==> src/common/video_pkg.sv <==
`default_nettype none

package video_pkg;

   // ~~~~~~~~~~~~~~~~~~~~~~~~~~~~~~~~~~~~~~~~~~~~~~~~~~
   // plain widths
   // ~~~~~~~~~~~~~~~~~~~~~~~~~~~~~~~~~~~~~~~~~~~~~~~~~~
   typedef logic [3:0] color_t;   // vdp palette index
   typedef logic [8:0] col_t;     // pixel column, up to 512
   typedef logic [9:0] len_t;     // input ticks within a line

   typedef struct packed {
      logic [3:0] red;
      logic [3:0] green;
      logic [3:0] blue;
   } rgb_t;

   typedef struct packed {
      logic   hsync;
      logic   active;
      color_t color;
   } vdp_pixel_t;

   typedef struct packed {
      logic   hsync;
      logic   active;
      logic   stb;      // one clock per output pixel
      color_t color;
   } vga_pixel_t;

   // description of one finished input line
   typedef struct packed {
      logic bank;
      len_t line_len;
      len_t sync_len;
      len_t act_start;
      col_t act_count;
   } line_info_t;

   // tms9918 colours, top nibble of each 8-bit channel
   localparam rgb_t PALETTE [16] = '{
      12'h000, 12'h000, 12'h2C4, 12'h5D7,
      12'h55E, 12'h77F, 12'hD54, 12'h4EF,
      12'hF55, 12'hF77, 12'hDC5, 12'hEC8,
      12'h2B3, 12'hC5B, 12'hCCC, 12'hFFF
   };

endpackage

`default_nettype wire

==> src/source/clock_enables.sv <==
`timescale 1ns/100ps
`default_nettype none

module clock_enables (
   input  logic clk_i,
   input  logic reset_i,
   output logic vga_en_o,
   output logic vdp_en_o
);

   logic [1:0] cnt;

   // both enables decoded from one count, so vdp_en always lands on a vga_en
   always_ff @(posedge clk_i) begin
      if (reset_i) begin
         cnt      <= 2'd0;
         vga_en_o <= 1'b0;
         vdp_en_o <= 1'b0;
      end else begin
         cnt      <= cnt + 2'd1;
         vga_en_o <= cnt[0];          // every 2nd clock
         vdp_en_o <= (cnt == 2'd3);   // every 4th clock
      end
   end

endmodule

`default_nettype wire

==> src/scandoubler/line_writer.sv <==
`timescale 1ns/100ps
`default_nettype none

module line_writer #(
   parameter int LINE_PIXELS = 320
) (
   input  logic                  clk_i,
   input  logic                  reset_i,
   input  logic                  en_i,
   input  video_pkg::vdp_pixel_t pixel_i,
   output logic                  wr_req_o,
   input  logic                  wr_gnt_i,
   output logic                  wr_bank_o,
   output video_pkg::col_t       wr_col_o,
   output video_pkg::color_t     wr_data_o,
   output logic                  line_start_o,
   output video_pkg::line_info_t line_info_o
);
   import video_pkg::*;

   logic prev_hsync;
   logic bank;
   logic started;      // a full line has begun since reset
   logic seen_act;
   len_t tick;
   len_t sync_cnt;
   len_t act_pos;
   col_t act_cnt;

   logic line_edge;
   logic take;
   len_t tick_base;
   len_t sync_base;
   len_t pos_base;
   col_t cnt_base;
   logic seen_base;

   // counters restart from zero on the sample that opens a line
   always_comb begin
      line_edge = pixel_i.hsync && !prev_hsync;
      tick_base = line_edge ? '0 : tick;
      sync_base = line_edge ? '0 : sync_cnt;
      pos_base  = line_edge ? '0 : act_pos;
      cnt_base  = line_edge ? '0 : act_cnt;
      seen_base = line_edge ? 1'b0 : seen_act;
      take      = pixel_i.active && (len_t'(cnt_base) < len_t'(LINE_PIXELS));
   end

   assign wr_bank_o = bank;

   always_ff @(posedge clk_i) begin
      if (reset_i) begin
         prev_hsync   <= 1'b0;
         bank         <= 1'b0;
         started      <= 1'b0;
         seen_act     <= 1'b0;
         tick         <= '0;
         sync_cnt     <= '0;
         act_pos      <= '0;
         act_cnt      <= '0;
         wr_req_o     <= 1'b0;
         line_start_o <= 1'b0;
         line_info_o  <= '0;
      end else begin
         line_start_o <= 1'b0;
         if (wr_gnt_i)
            wr_req_o <= 1'b0;
         if (en_i) begin
            prev_hsync <= pixel_i.hsync;
            tick       <= tick_base + len_t'(1);
            sync_cnt   <= pixel_i.hsync ? sync_base + len_t'(1) : sync_base;
            act_pos    <= (pixel_i.active && !seen_base) ? tick_base : pos_base;
            seen_act   <= seen_base || pixel_i.active;
            act_cnt    <= take ? cnt_base + col_t'(1) : cnt_base;
            if (take)
               wr_req_o <= 1'b1;
            if (line_edge) begin
               bank         <= ~bank;
               started      <= 1'b1;
               line_start_o <= started;   // first edge has no finished line yet
               line_info_o  <= '{bank: bank, line_len: tick, sync_len: sync_cnt,
                                 act_start: act_pos, act_count: act_cnt};
            end
         end
      end
   end

   always_ff @(posedge clk_i) begin
      if (en_i && take) begin
         wr_col_o  <= cnt_base;
         wr_data_o <= pixel_i.color;
      end
   end

endmodule

`default_nettype wire

==> src/scandoubler/line_arbiter.sv <==
`timescale 1ns/100ps
`default_nettype none

module line_arbiter (
   input  logic              clk_i,
   input  logic              reset_i,
   input  logic              wr_req_i,
   input  logic              wr_bank_i,
   input  video_pkg::col_t   wr_col_i,
   input  video_pkg::color_t wr_data_i,
   output logic              wr_gnt_o,
   input  logic              rd_req_i,
   input  logic              rd_bank_i,
   input  video_pkg::col_t   rd_col_i,
   output logic              rd_gnt_o,
   output logic              ram_en_o,
   output logic              ram_we_o,
   output logic              ram_bank_o,
   output video_pkg::col_t   ram_col_o,
   output video_pkg::color_t ram_wdata_o
);

   // writer always goes first
   assign wr_gnt_o = wr_req_i;
   assign rd_gnt_o = rd_req_i && !wr_req_i;

   // steer the winner onto the single port
   assign ram_en_o    = wr_gnt_o || rd_gnt_o;
   assign ram_we_o    = wr_gnt_o;
   assign ram_bank_o  = wr_gnt_o ? wr_bank_i : rd_bank_i;
   assign ram_col_o   = wr_gnt_o ? wr_col_i : rd_col_i;
   assign ram_wdata_o = wr_data_i;

endmodule

`default_nettype wire

==> src/scandoubler/line_ram.sv <==
`timescale 1ns/100ps
`default_nettype none

module line_ram #(
   parameter int LINE_PIXELS = 320
) (
   input  logic              clk_i,
   input  logic              en_i,
   input  logic              we_i,
   input  logic              bank_i,
   input  video_pkg::col_t   col_i,
   input  video_pkg::color_t wdata_i,
   output video_pkg::color_t rdata_o
);
   import video_pkg::*;

   color_t mem [2][LINE_PIXELS];   // one bank filling, one replaying

   always_ff @(posedge clk_i) begin
      if (en_i) begin
         if (we_i)
            mem[bank_i][col_i] <= wdata_i;
         else
            rdata_o <= mem[bank_i][col_i];   // valid the clock after the grant
      end
   end

endmodule

`default_nettype wire

==> src/scandoubler/line_reader.sv <==
`timescale 1ns/100ps
`default_nettype none

module line_reader #(
   parameter int LINE_PIXELS = 320
) (
   input  logic                  clk_i,
   input  logic                  reset_i,
   input  logic                  en_i,
   input  logic                  line_start_i,
   input  video_pkg::line_info_t line_info_i,
   output logic                  rd_req_o,
   output logic                  rd_bank_o,
   output video_pkg::col_t       rd_col_o,
   input  logic                  rd_gnt_i,
   input  video_pkg::color_t     rd_data_i,
   output video_pkg::vga_pixel_t pixel_o
);
   import video_pkg::*;

   typedef enum logic [1:0] {s_idle, s_first_pass, s_second_pass} state_t;

   state_t     state;
   line_info_t info;
   len_t       tick;         // output tick handled at the next enable
   logic       stg_hsync;
   logic       stg_active;
   logic       rd_valid;
   color_t     data_q;

   logic       replaying;
   logic       last_tick;
   logic       final_tick;
   len_t       tick_nxt;

   function automatic logic in_active(line_info_t li, len_t x);
      len_t k;
      k = x - li.act_start;
      return (x >= li.act_start) && (k < len_t'(li.act_count))
             && (k < len_t'(LINE_PIXELS));
   endfunction

   function automatic col_t col_of(line_info_t li, len_t x);
      return col_t'(x - li.act_start);
   endfunction

   assign replaying  = (state != s_idle);
   assign last_tick  = (tick == info.line_len - len_t'(1));
   assign final_tick = last_tick && (state == s_second_pass);
   assign tick_nxt   = last_tick ? '0 : tick + len_t'(1);
   assign rd_bank_o  = info.bank;   // the bank the writer just left

   // ~~~~~~~~~~~~~~~~~~~~~~~~~~~~~~~~~~~~~~~~~~~~~~~~~~
   // tick counter, read requests, output stage
   // ~~~~~~~~~~~~~~~~~~~~~~~~~~~~~~~~~~~~~~~~~~~~~~~~~~
   always_ff @(posedge clk_i) begin
      if (reset_i) begin
         state      <= s_idle;
         info       <= '0;
         tick       <= '0;
         stg_hsync  <= 1'b0;
         stg_active <= 1'b0;
         rd_req_o   <= 1'b0;
         rd_valid   <= 1'b0;
         pixel_o    <= '0;
      end else begin
         rd_valid    <= rd_gnt_i;
         pixel_o.stb <= 1'b0;
         if (rd_gnt_i)
            rd_req_o <= 1'b0;

         if (line_start_i) begin
            // restart on a new line, even mid replay
            state      <= s_first_pass;
            info       <= line_info_i;
            tick       <= '0;
            stg_hsync  <= 1'b0;
            stg_active <= 1'b0;
            rd_req_o   <= in_active(line_info_i, '0);
         end else if (en_i) begin
            pixel_o.hsync  <= stg_hsync;
            pixel_o.active <= stg_active;
            pixel_o.stb    <= stg_active;
            pixel_o.color  <= stg_active ? data_q : '0;
            stg_hsync      <= replaying && (tick < info.sync_len);
            stg_active     <= replaying && in_active(info, tick);
            if (replaying) begin
               tick <= tick_nxt;
               if (last_tick)
                  state <= (state == s_first_pass) ? s_second_pass : s_idle;
               if (!final_tick)
                  rd_req_o <= in_active(info, tick_nxt);   // one tick ahead
            end
         end
      end
   end

   always_ff @(posedge clk_i) begin
      if (line_start_i)
         rd_col_o <= col_of(line_info_i, '0);
      else if (en_i && replaying)
         rd_col_o <= col_of(info, tick_nxt);
      if (rd_valid)
         data_q <= rd_data_i;   // held until the pixel leaves
   end

endmodule

`default_nettype wire

==> src/source/color_to_rgb.sv <==
`timescale 1ns/100ps
`default_nettype none

module color_to_rgb (
   input  logic                  clk_i,
   input  logic                  reset_i,
   input  video_pkg::vga_pixel_t pixel_i,
   input  video_pkg::color_t     overlay_i,
   output video_pkg::rgb_t       rgb_o,
   output logic                  hsync_o,
   output logic                  active_o,
   output logic                  stb_o
);
   import video_pkg::*;

   color_t sel;
   rgb_t   rgb_d;

   always_comb begin
      sel   = (overlay_i != '0) ? overlay_i : pixel_i.color;   // overlay wins
      rgb_d = pixel_i.active ? PALETTE[sel] : '0;              // black outside active
   end

   always_ff @(posedge clk_i) begin
      if (reset_i) begin
         rgb_o    <= '0;
         hsync_o  <= 1'b0;
         active_o <= 1'b0;
         stb_o    <= 1'b0;
      end else begin
         rgb_o    <= rgb_d;
         hsync_o  <= pixel_i.hsync;
         active_o <= pixel_i.active;
         stb_o    <= pixel_i.stb;
      end
   end

endmodule

`default_nettype wire

==> src/source/video_out_top.sv <==
`timescale 1ns/100ps
`default_nettype none

module video_out_top #(
   parameter int LINE_PIXELS = 320
) (
   input  logic                  clk_i,
   input  logic                  reset_i,
   input  video_pkg::vdp_pixel_t vdp_pixel_i,
   input  video_pkg::color_t     overlay_i,
   output video_pkg::rgb_t       rgb_o,
   output logic                  hsync_o,
   output logic                  active_o,
   output logic                  pixel_stb_o
);
   import video_pkg::*;

   logic       vga_en;
   logic       vdp_en;

   logic       wr_req, wr_gnt, wr_bank;
   col_t       wr_col;
   color_t     wr_data;
   logic       line_start;
   line_info_t line_info;

   logic       rd_req, rd_gnt, rd_bank;
   col_t       rd_col;
   color_t     rd_data;

   logic       ram_en, ram_we, ram_bank;
   col_t       ram_col;
   color_t     ram_wdata;

   vga_pixel_t vga_pixel;

   clock_enables enables(.clk_i(clk_i), .reset_i(reset_i),
                         .vga_en_o(vga_en), .vdp_en_o(vdp_en));

   // ~~~~~~~~~~~~~~~~~~~~~~~~~~~~~~~~~~~~~~~~~~~~~~~~~~
   // scan doubler
   // ~~~~~~~~~~~~~~~~~~~~~~~~~~~~~~~~~~~~~~~~~~~~~~~~~~
   line_writer #(.LINE_PIXELS(LINE_PIXELS))
     writer(.clk_i(clk_i), .reset_i(reset_i), .en_i(vdp_en), .pixel_i(vdp_pixel_i),
            .wr_req_o(wr_req), .wr_gnt_i(wr_gnt), .wr_bank_o(wr_bank),
            .wr_col_o(wr_col), .wr_data_o(wr_data),
            .line_start_o(line_start), .line_info_o(line_info));

   line_arbiter
     arbiter(.clk_i(clk_i), .reset_i(reset_i),
             .wr_req_i(wr_req), .wr_bank_i(wr_bank), .wr_col_i(wr_col),
             .wr_data_i(wr_data), .wr_gnt_o(wr_gnt),
             .rd_req_i(rd_req), .rd_bank_i(rd_bank), .rd_col_i(rd_col),
             .rd_gnt_o(rd_gnt),
             .ram_en_o(ram_en), .ram_we_o(ram_we), .ram_bank_o(ram_bank),
             .ram_col_o(ram_col), .ram_wdata_o(ram_wdata));

   line_ram #(.LINE_PIXELS(LINE_PIXELS))
     ram(.clk_i(clk_i), .en_i(ram_en), .we_i(ram_we), .bank_i(ram_bank),
         .col_i(ram_col), .wdata_i(ram_wdata), .rdata_o(rd_data));

   line_reader #(.LINE_PIXELS(LINE_PIXELS))
     reader(.clk_i(clk_i), .reset_i(reset_i), .en_i(vga_en),
            .line_start_i(line_start), .line_info_i(line_info),
            .rd_req_o(rd_req), .rd_bank_o(rd_bank), .rd_col_o(rd_col),
            .rd_gnt_i(rd_gnt), .rd_data_i(rd_data), .pixel_o(vga_pixel));

   color_to_rgb
     color_stage(.clk_i(clk_i), .reset_i(reset_i),
                 .pixel_i(vga_pixel), .overlay_i(overlay_i), .rgb_o(rgb_o),
                 .hsync_o(hsync_o), .active_o(active_o), .stb_o(pixel_stb_o));

endmodule

`default_nettype wire

==> config.mk <==
export PLATFORM = sky130hd
export DESIGN_NAME = video_out_top
export DESIGN_NICKNAME = d
export VERILOG_FILES = /design/src/common/video_pkg.sv /design/src/source/clock_enables.sv /design/src/scandoubler/line_writer.sv /design/src/scandoubler/line_arbiter.sv /design/src/scandoubler/line_ram.sv /design/src/scandoubler/line_reader.sv /design/src/source/color_to_rgb.sv /design/src/source/video_out_top.sv
export SDC_FILE = /design/constraint.sdc
export NUM_CORES = 2
export LEC_CHECK = 0
export BUFFER_PORTS_ARGS = -buffer_cell sky130_fd_sc_hd__buf_2
export CAP_MARGIN = 40
export CORE_MARGIN = 3
export CORE_UTILIZATION = 40
export CTS_BUF_LIST = sky130_fd_sc_hd__clkbuf_16
export DETAILED_ROUTE_END_ITERATION = 6
export SYNTH_ARGS = -nofsm -noshare
export SYNTH_HDL_FRONTEND = slang
export SYNTH_SLANG_ARGS = --single-unit
export TNS_END_PERCENT = 100
==> constraint.sdc <==
create_clock -name clk_i -period 10.3 [get_ports clk_i]
set_input_delay 1.545 -clock clk_i [delete_from_list [all_inputs] [get_ports clk_i]]
set_output_delay 1.545 -clock clk_i [all_outputs]
set_load 0.05 [all_outputs]
## Word level (Yosys, flattened, before mapping)

Memories as Yosys holds them, arrays and structs flattened. A register that Yosys moved wholly into a read port is not among the register bits.
Index checks and enable logic that the tools add are counted.

- Memories kept: 2
- Output and inout port bits: 15
- Register bits after elaboration: 185
- ROM bits: 192
- RAM bits: 2560

Memories:

| name | words | bits a word | rd ports | clocked after memory_dff | wr ports | RTL line | text |
|---|---|---|---|---|---|---|---|
| ram.mem | 2 | 1280 | 1 | 0 | 1 | line_ram.sv:17 | `color_t mem [2][LINE_PIXELS];` |
| (name not given) | 16 | 12 | 1 | 1 | 0 | color_to_rgb.sv:21 | `rgb_d = pixel_i.active ? PALETTE[sel] : '0;` |

- Eq/ne operators: 4
- Add/sub/neg operators: 9
- Muxes and demuxes: 34
- Bitwise operators: 9
- $lt $le $gt $ge: 13
- Reductions and logical operators: 40

Operators by type and width:

| operator | count |
|---|---|
| 1280-bit two-way mux | 1 |
| 10-bit two-way mux | 6 |
| 9-bit two-way mux | 5 |
| 4-bit binary-select mux with 9-bit select | 1 |
| 4-bit demux with 9-bit select | 1 |
| 10-bit by 1-bit adder with 10-bit output, second input constant | 3 |
| 10-bit by 9-bit less-than comparator with 1-bit output | 3 |
| 10-bit by 9-bit less-than comparator with 1-bit output, second input constant | 3 |
| 10-bit >= comparator | 2 |
| 4-bit two-way mux | 5 |
| 10-bit subtractor | 2 |
| 1-bit logical AND | 16 |
| 1-bit two-way mux | 14 |
| 2-bit nonzero test | 6 |
| 10-bit == test | 1 |
| 1-bit by 10-bit >= comparator with 1-bit output, first input constant | 1 |
| 10-bit >= comparator, second input constant | 1 |
| 10-bit by 1-bit less-than comparator with 1-bit output, second input constant | 1 |
| 10-bit less-than comparator | 1 |
| 9-bit inverter with 10-bit output | 1 |
| 2-bit AND reduction | 5 |
| 1-bit by 10-bit subtractor with 10-bit output, first input constant | 1 |
| 10-bit by 1-bit subtractor with 10-bit output, second input constant | 1 |
| 9-bit by 1-bit adder with 9-bit output, second input constant | 1 |
| 13 further kinds | 27 |

## Depth between registers and ports, before layout

- Depth after elaboration: 11
- Mapped depth: 25
- Depth with buffers taken out: 23

## By module

Synthesis repeated with hierarchy kept, for this count alone.

- Cell total of the unflattened synthesis: 6436
- Area total of the unflattened synthesis: 112201.4 um2

By module, submodules not included:

| module | area each (um2) | cells each | instances |
|---|---|---|---|
| line_ram | 101805.1 | 5278 | 1 |
| line_reader | 5397.7 | 610 | 1 |
| line_writer | 3942.5 | 434 | 1 |
| color_to_rgb | 724.4 | 86 | 1 |
| line_arbiter | 214.0 | 19 | 1 |
| clock_enables | 117.6 | 9 | 1 |

## Worst setup path after synthesis

Ideal clock, no wire load.

- Kind: register to register
- Start point: register writer.wr_data_o[0]
- End point: memory ram.mem[0][0] in the netlist's numbering, data pin
- Cell stages (with the launch flop): 1
- Arrival: 7.623 ns
- Path buffers: 0
- Slack: 0.933 ns
- Data required time: 8.556 ns
- Cells stage by stage: edfxtp_1

RTL lines:

| element | RTL line | text |
|---|---|---|
| start, declared | line_writer.sv:15 | `output video_pkg::color_t wr_data_o,` |
| start signal, assigned | line_writer.sv:91 | `wr_data_o <= pixel_i.color;` |
| end, declared | line_ram.sv:17 |  |

No word-level cell before the write port.

## Final worst setup path

- Start point: register writer.wr_req_o
- End point: register ram.rdata_o[0], data pin

- Cells in the longest elaborated chain, start to end: 5

RTL lines:

| element | RTL line | text |
|---|---|---|
| start, declared | line_writer.sv:11 | `output logic wr_req_o,` |
| start signal, assigned | line_writer.sv:61 | `wr_req_o <= 1'b0;` |
| start signal, assigned | line_writer.sv:67 | `wr_req_o <= 1'b0;` |
| start signal, assigned | line_writer.sv:76 | `wr_req_o <= 1'b1;` |
| 1-bit two-way mux or 9-bit two-way mux (tied branches) | line_arbiter.sv:30, line_arbiter.sv:31 |  |
| memory 2 x 1280 bit or 9-bit inverter with 10-bit output (tied branches) | n/a |  |
| 4-bit binary-select mux with 9-bit select (*) | line_ram.sv:24 | `rdata_o <= mem[bank_i][col_i];` |
| 4-bit two-way mux (not written as such) (*) (2 in series) | line_ram.sv:24 |  |
| end signal, assigned | line_ram.sv:24 |  |
| end, declared | line_ram.sv:13 | `output video_pkg::color_t rdata_o` |

Mark *: on every way between the ends. The rest lies on a longest branch, timed or not. The select of a mux whose other input is x is not followed.
A chain may end at the register's enable or synchronous reset.

==> impl_results.md <==
- Storage cell area: 81100 sq um
- Clk buf depth: 4
- LEAKAGE: 40.6 nW
- TritonCTS clock tree: built
- Net count after synthesis: 9377
- Prevailing post-synth register cell: edfxtp_1
- Final period utilization: 0.534
- Top cell type's share of synthesized area: 0.696
- DRT iter0 DRCs: 9125
- Initial Util: 0.403
- Overflow left after global routing: 0
- Setup CP Type: reg -> reg
- Average size of a mapped cell: 12.0 sq um
- Ys Warns: 0
- Vias in the first global route: 71800
- Global-route wire length before repair: 467 mm
- CP max FO: 74
- Max Cap Violations: 0
- Die area: 286000 sq um
- CTS root buf: clkbuf_16
- Post-cts hold buffer count: 0
- Largest net degree at the start of global routing: 204
- Status: complete, but fails checks
- CP required: 11.08 ns
- CTS Buf Count: 298
- Syn Inst Count: 9295
- Post-synthesis sequential area ratio: 0.725
- Placer Congestion: 0.845
- Hold Path Class: reg -> reg
- Pwr Density: 177 nW/um^2
- Min Tclk post-route: 5.51 ns
- Footprint of the multi-input gates: 27900 sq um
- Fin nets: 9234
- RSZ-0062 raised after global routing: no
- Top Ports: 27
- Post-DP HPWL: 178 mm
- Peak VDD IR: 123 uV
- Die Wd: 535 microns
- Setup TNS: 0 ns
- Hold slack final: 0.443 ns
- EDFF count, synth: 2590
- DRC: 0
- Routed length per placed instance: 24.3 microns
- Synth area leaders: edfxtp_1, nand2_1, a21oi_1
- Antenna violations before repair: 14
- CTS H-tree lvls: 5
- Fmax: 182 MHz
- Clk slew on worst S/H paths: 0.06 ns
- Share of layout cells above drive strength 1: 0.0693
- Worst-Margin Slew: 1.58 ns
- Final setup skew: 0.0687 ns
- Core Region: 277000 sq um
- #FFs+latches synth: 2757
- Antenna Nets Post-Route: 0
- Async set-or-reset flop fraction in the synthesized netlist: 0
- Top-count cell post-synth: nand2_1
- Slew headroom: -0.0545
- Slew Limit Fails: 88
- Post-Syn Area: 112000 sq um
- Fin. Hold Viols: 0
- Failing checks: max-slew violations
- Clock sink count: 2757
- Vias: 74000
- Commonest cells in the netlist: nand2_1, edfxtp_1, a21oi_1
- Fill cells: 25300
- Die Y: 535 microns
- Setup Buffers After CTS: 0
- Worst skew pair latency: 0.93 ns
- # rows: 193
- Area growth syn-to-layout: 11.5%
- Vias per cell: 5.66
- CP Capture Type: flip-flop
- Post-synthesis cell type count: 71
- IO buf count: 26
- All-Layer GR Usage: 0.216
- # setup viols final: 0
- Total Routed Length: 317 mm
- # resized after CTS: 0
- Startpoint Class: flip-flop
- Arr. time, crit path: 6.29 ns
- DRT Pass-1 Iters: 6
- Yosys top cell by area: edfxtp_1
## where the power goes
group,internal [mW],switching [mW],leakage [nW]
registers,12.1,0.00356,24.6
clock network,5.68,4.22,4.60
logic,0.0233,0.0894,11.4
total,17.8,4.31,40.6
## cells by family (layout without fill, tap and decap cells)
kind of cell,after synthesis,count (layout),share of synthesized area
adder cells (fa/ha/maj),70,70,0.00797
XOR/XNOR,54,54,0.00423
multiplexers,125,125,0.0115
AND/OR/NAND/NOR,3991,3991,0.144
AO/OA/AOI/OAI,1589,1589,0.0790
flip-flops,2757,2757,0.725
buffers and inverters,709,775,0.0276
other,0,7,0
## worst max-delay path, stage by stage, from the launching register on
cell     delay [ns]
dfxtp_2        0.94
mux2i_4        0.75
buf_4          0.69
buf_4          0.68
buf_4          0.71
nand2_1        0.15
a21oi_1        0.17
nor4_1         0.09
o22ai_1        0.26
nor2_1         0.10
o22ai_1        0.48
a21oi_1        0.11
nand4_1        0.10
## worst paths after layout
path,startpoint,endpoint,slack [ns],depth (start not counted)
setup / recovery,writer.wr_req_o,ram.rdata_o[0],4.79,12
hold / removal,enables.cnt[0],enables.cnt[0],0.44,1
setup reg to reg,writer.wr_req_o,ram.rdata_o[0],4.79,12
hold reg to reg,enables.cnt[0],enables.cnt[0],0.44,1
## flip-flops by register name, summed over array words and instances, names as in the netlist, 2 cells and up
signal and flops:
reader.rd_col_o 9, writer.wr_col_o 9, reader.tick 10, writer.act_cnt 9, reader.state 2, writer.line_info_o 40
reader.data_q 4, color_stage.rgb_o 12, reader.pixel_o 7, writer.sync_cnt 10, writer.wr_data_o 4, writer.act_pos 10
ram.rdata_o 4, reader.info 39, enables.cnt 2, writer.tick 10, ram.mem 2560
## final cells by class
class,instances,share of cell area
multi-input cells,5829,0.224
repair buffers,200,0.0152
flip-flops and latches,2757,0.651
inverters,66,0.00199
well taps,3705,0.0372
diodes,7,0.000140
clock buffers,302,0.0606
clock inverters,207,0.0106
## routing by layer
layer,part of all wire,vias to the layer above,wire [microns],global-route usage
met2,0.46,3603,146000,0.341
met5,0.000035,-,11,0
met4,0.033,2,10300,0.0695
met1,0.41,36900,132000,0.306
li1,-,33000,-,-
met3,0.092,552,29300,0.0363
## through the flow
| stage | cell area [sq um] | util | setup slack [ns] | total power, mW | std cells |
|---|---|---|---|---|---|
| CTS | 125000 | 0.450 | 4.90 | 22.3 | 13100 |
| detailed placement | 116000 | 0.418 | 4.87 | 12.4 | 12600 |
| finish | 125000 | 0.450 | 4.79 | 22.1 | 13100 |
| global route | 125000 | 0.450 | 4.53 | 22.7 | 13100 |
| floorplan | 112000 | - | 0.933 | 12.4 | 9295 |
| global placement | 115000 | 0.416 | 4.81 | 12.4 | 12500 |
## cell usage in the layout (no fill, tap or decap), types with 7 or more instances in the layout
cell,Yosys,final
nand2_2,0,32
dfxtp_1,167,165
clkinv_1,0,73
o41ai_1,17,17
bufinv_16,0,16
buf_2,219,31
diode_2,0,7
nor2_1,813,811
a32oi_1,68,66
edfxtp_1,2590,2590
clkbuf_16,0,302
mux2i_1,113,113
xnor2_1,28,28
o22ai_1,135,132
nand3_1,151,151
a211oi_1,13,13
buf_16,0,10
clkinv_2,0,47
a21oi_1,1109,1109
a22oi_1,16,16
nand2b_1,15,15
and2_1,16,16
nor4_1,260,260
nor3_1,14,14
xor2_1,26,26
o21ai_0,81,81
mux2_2,10,9
inv_1,66,126
nand2_1,2652,2620
nor2b_1,19,19
buf_12,0,21
o21a_1,9,9
nand4_1,25,25
ha_1,68,68
a31oi_1,71,70
a21o_1,17,17
buf_4,15,137
(Power assumes the default switching activity.)
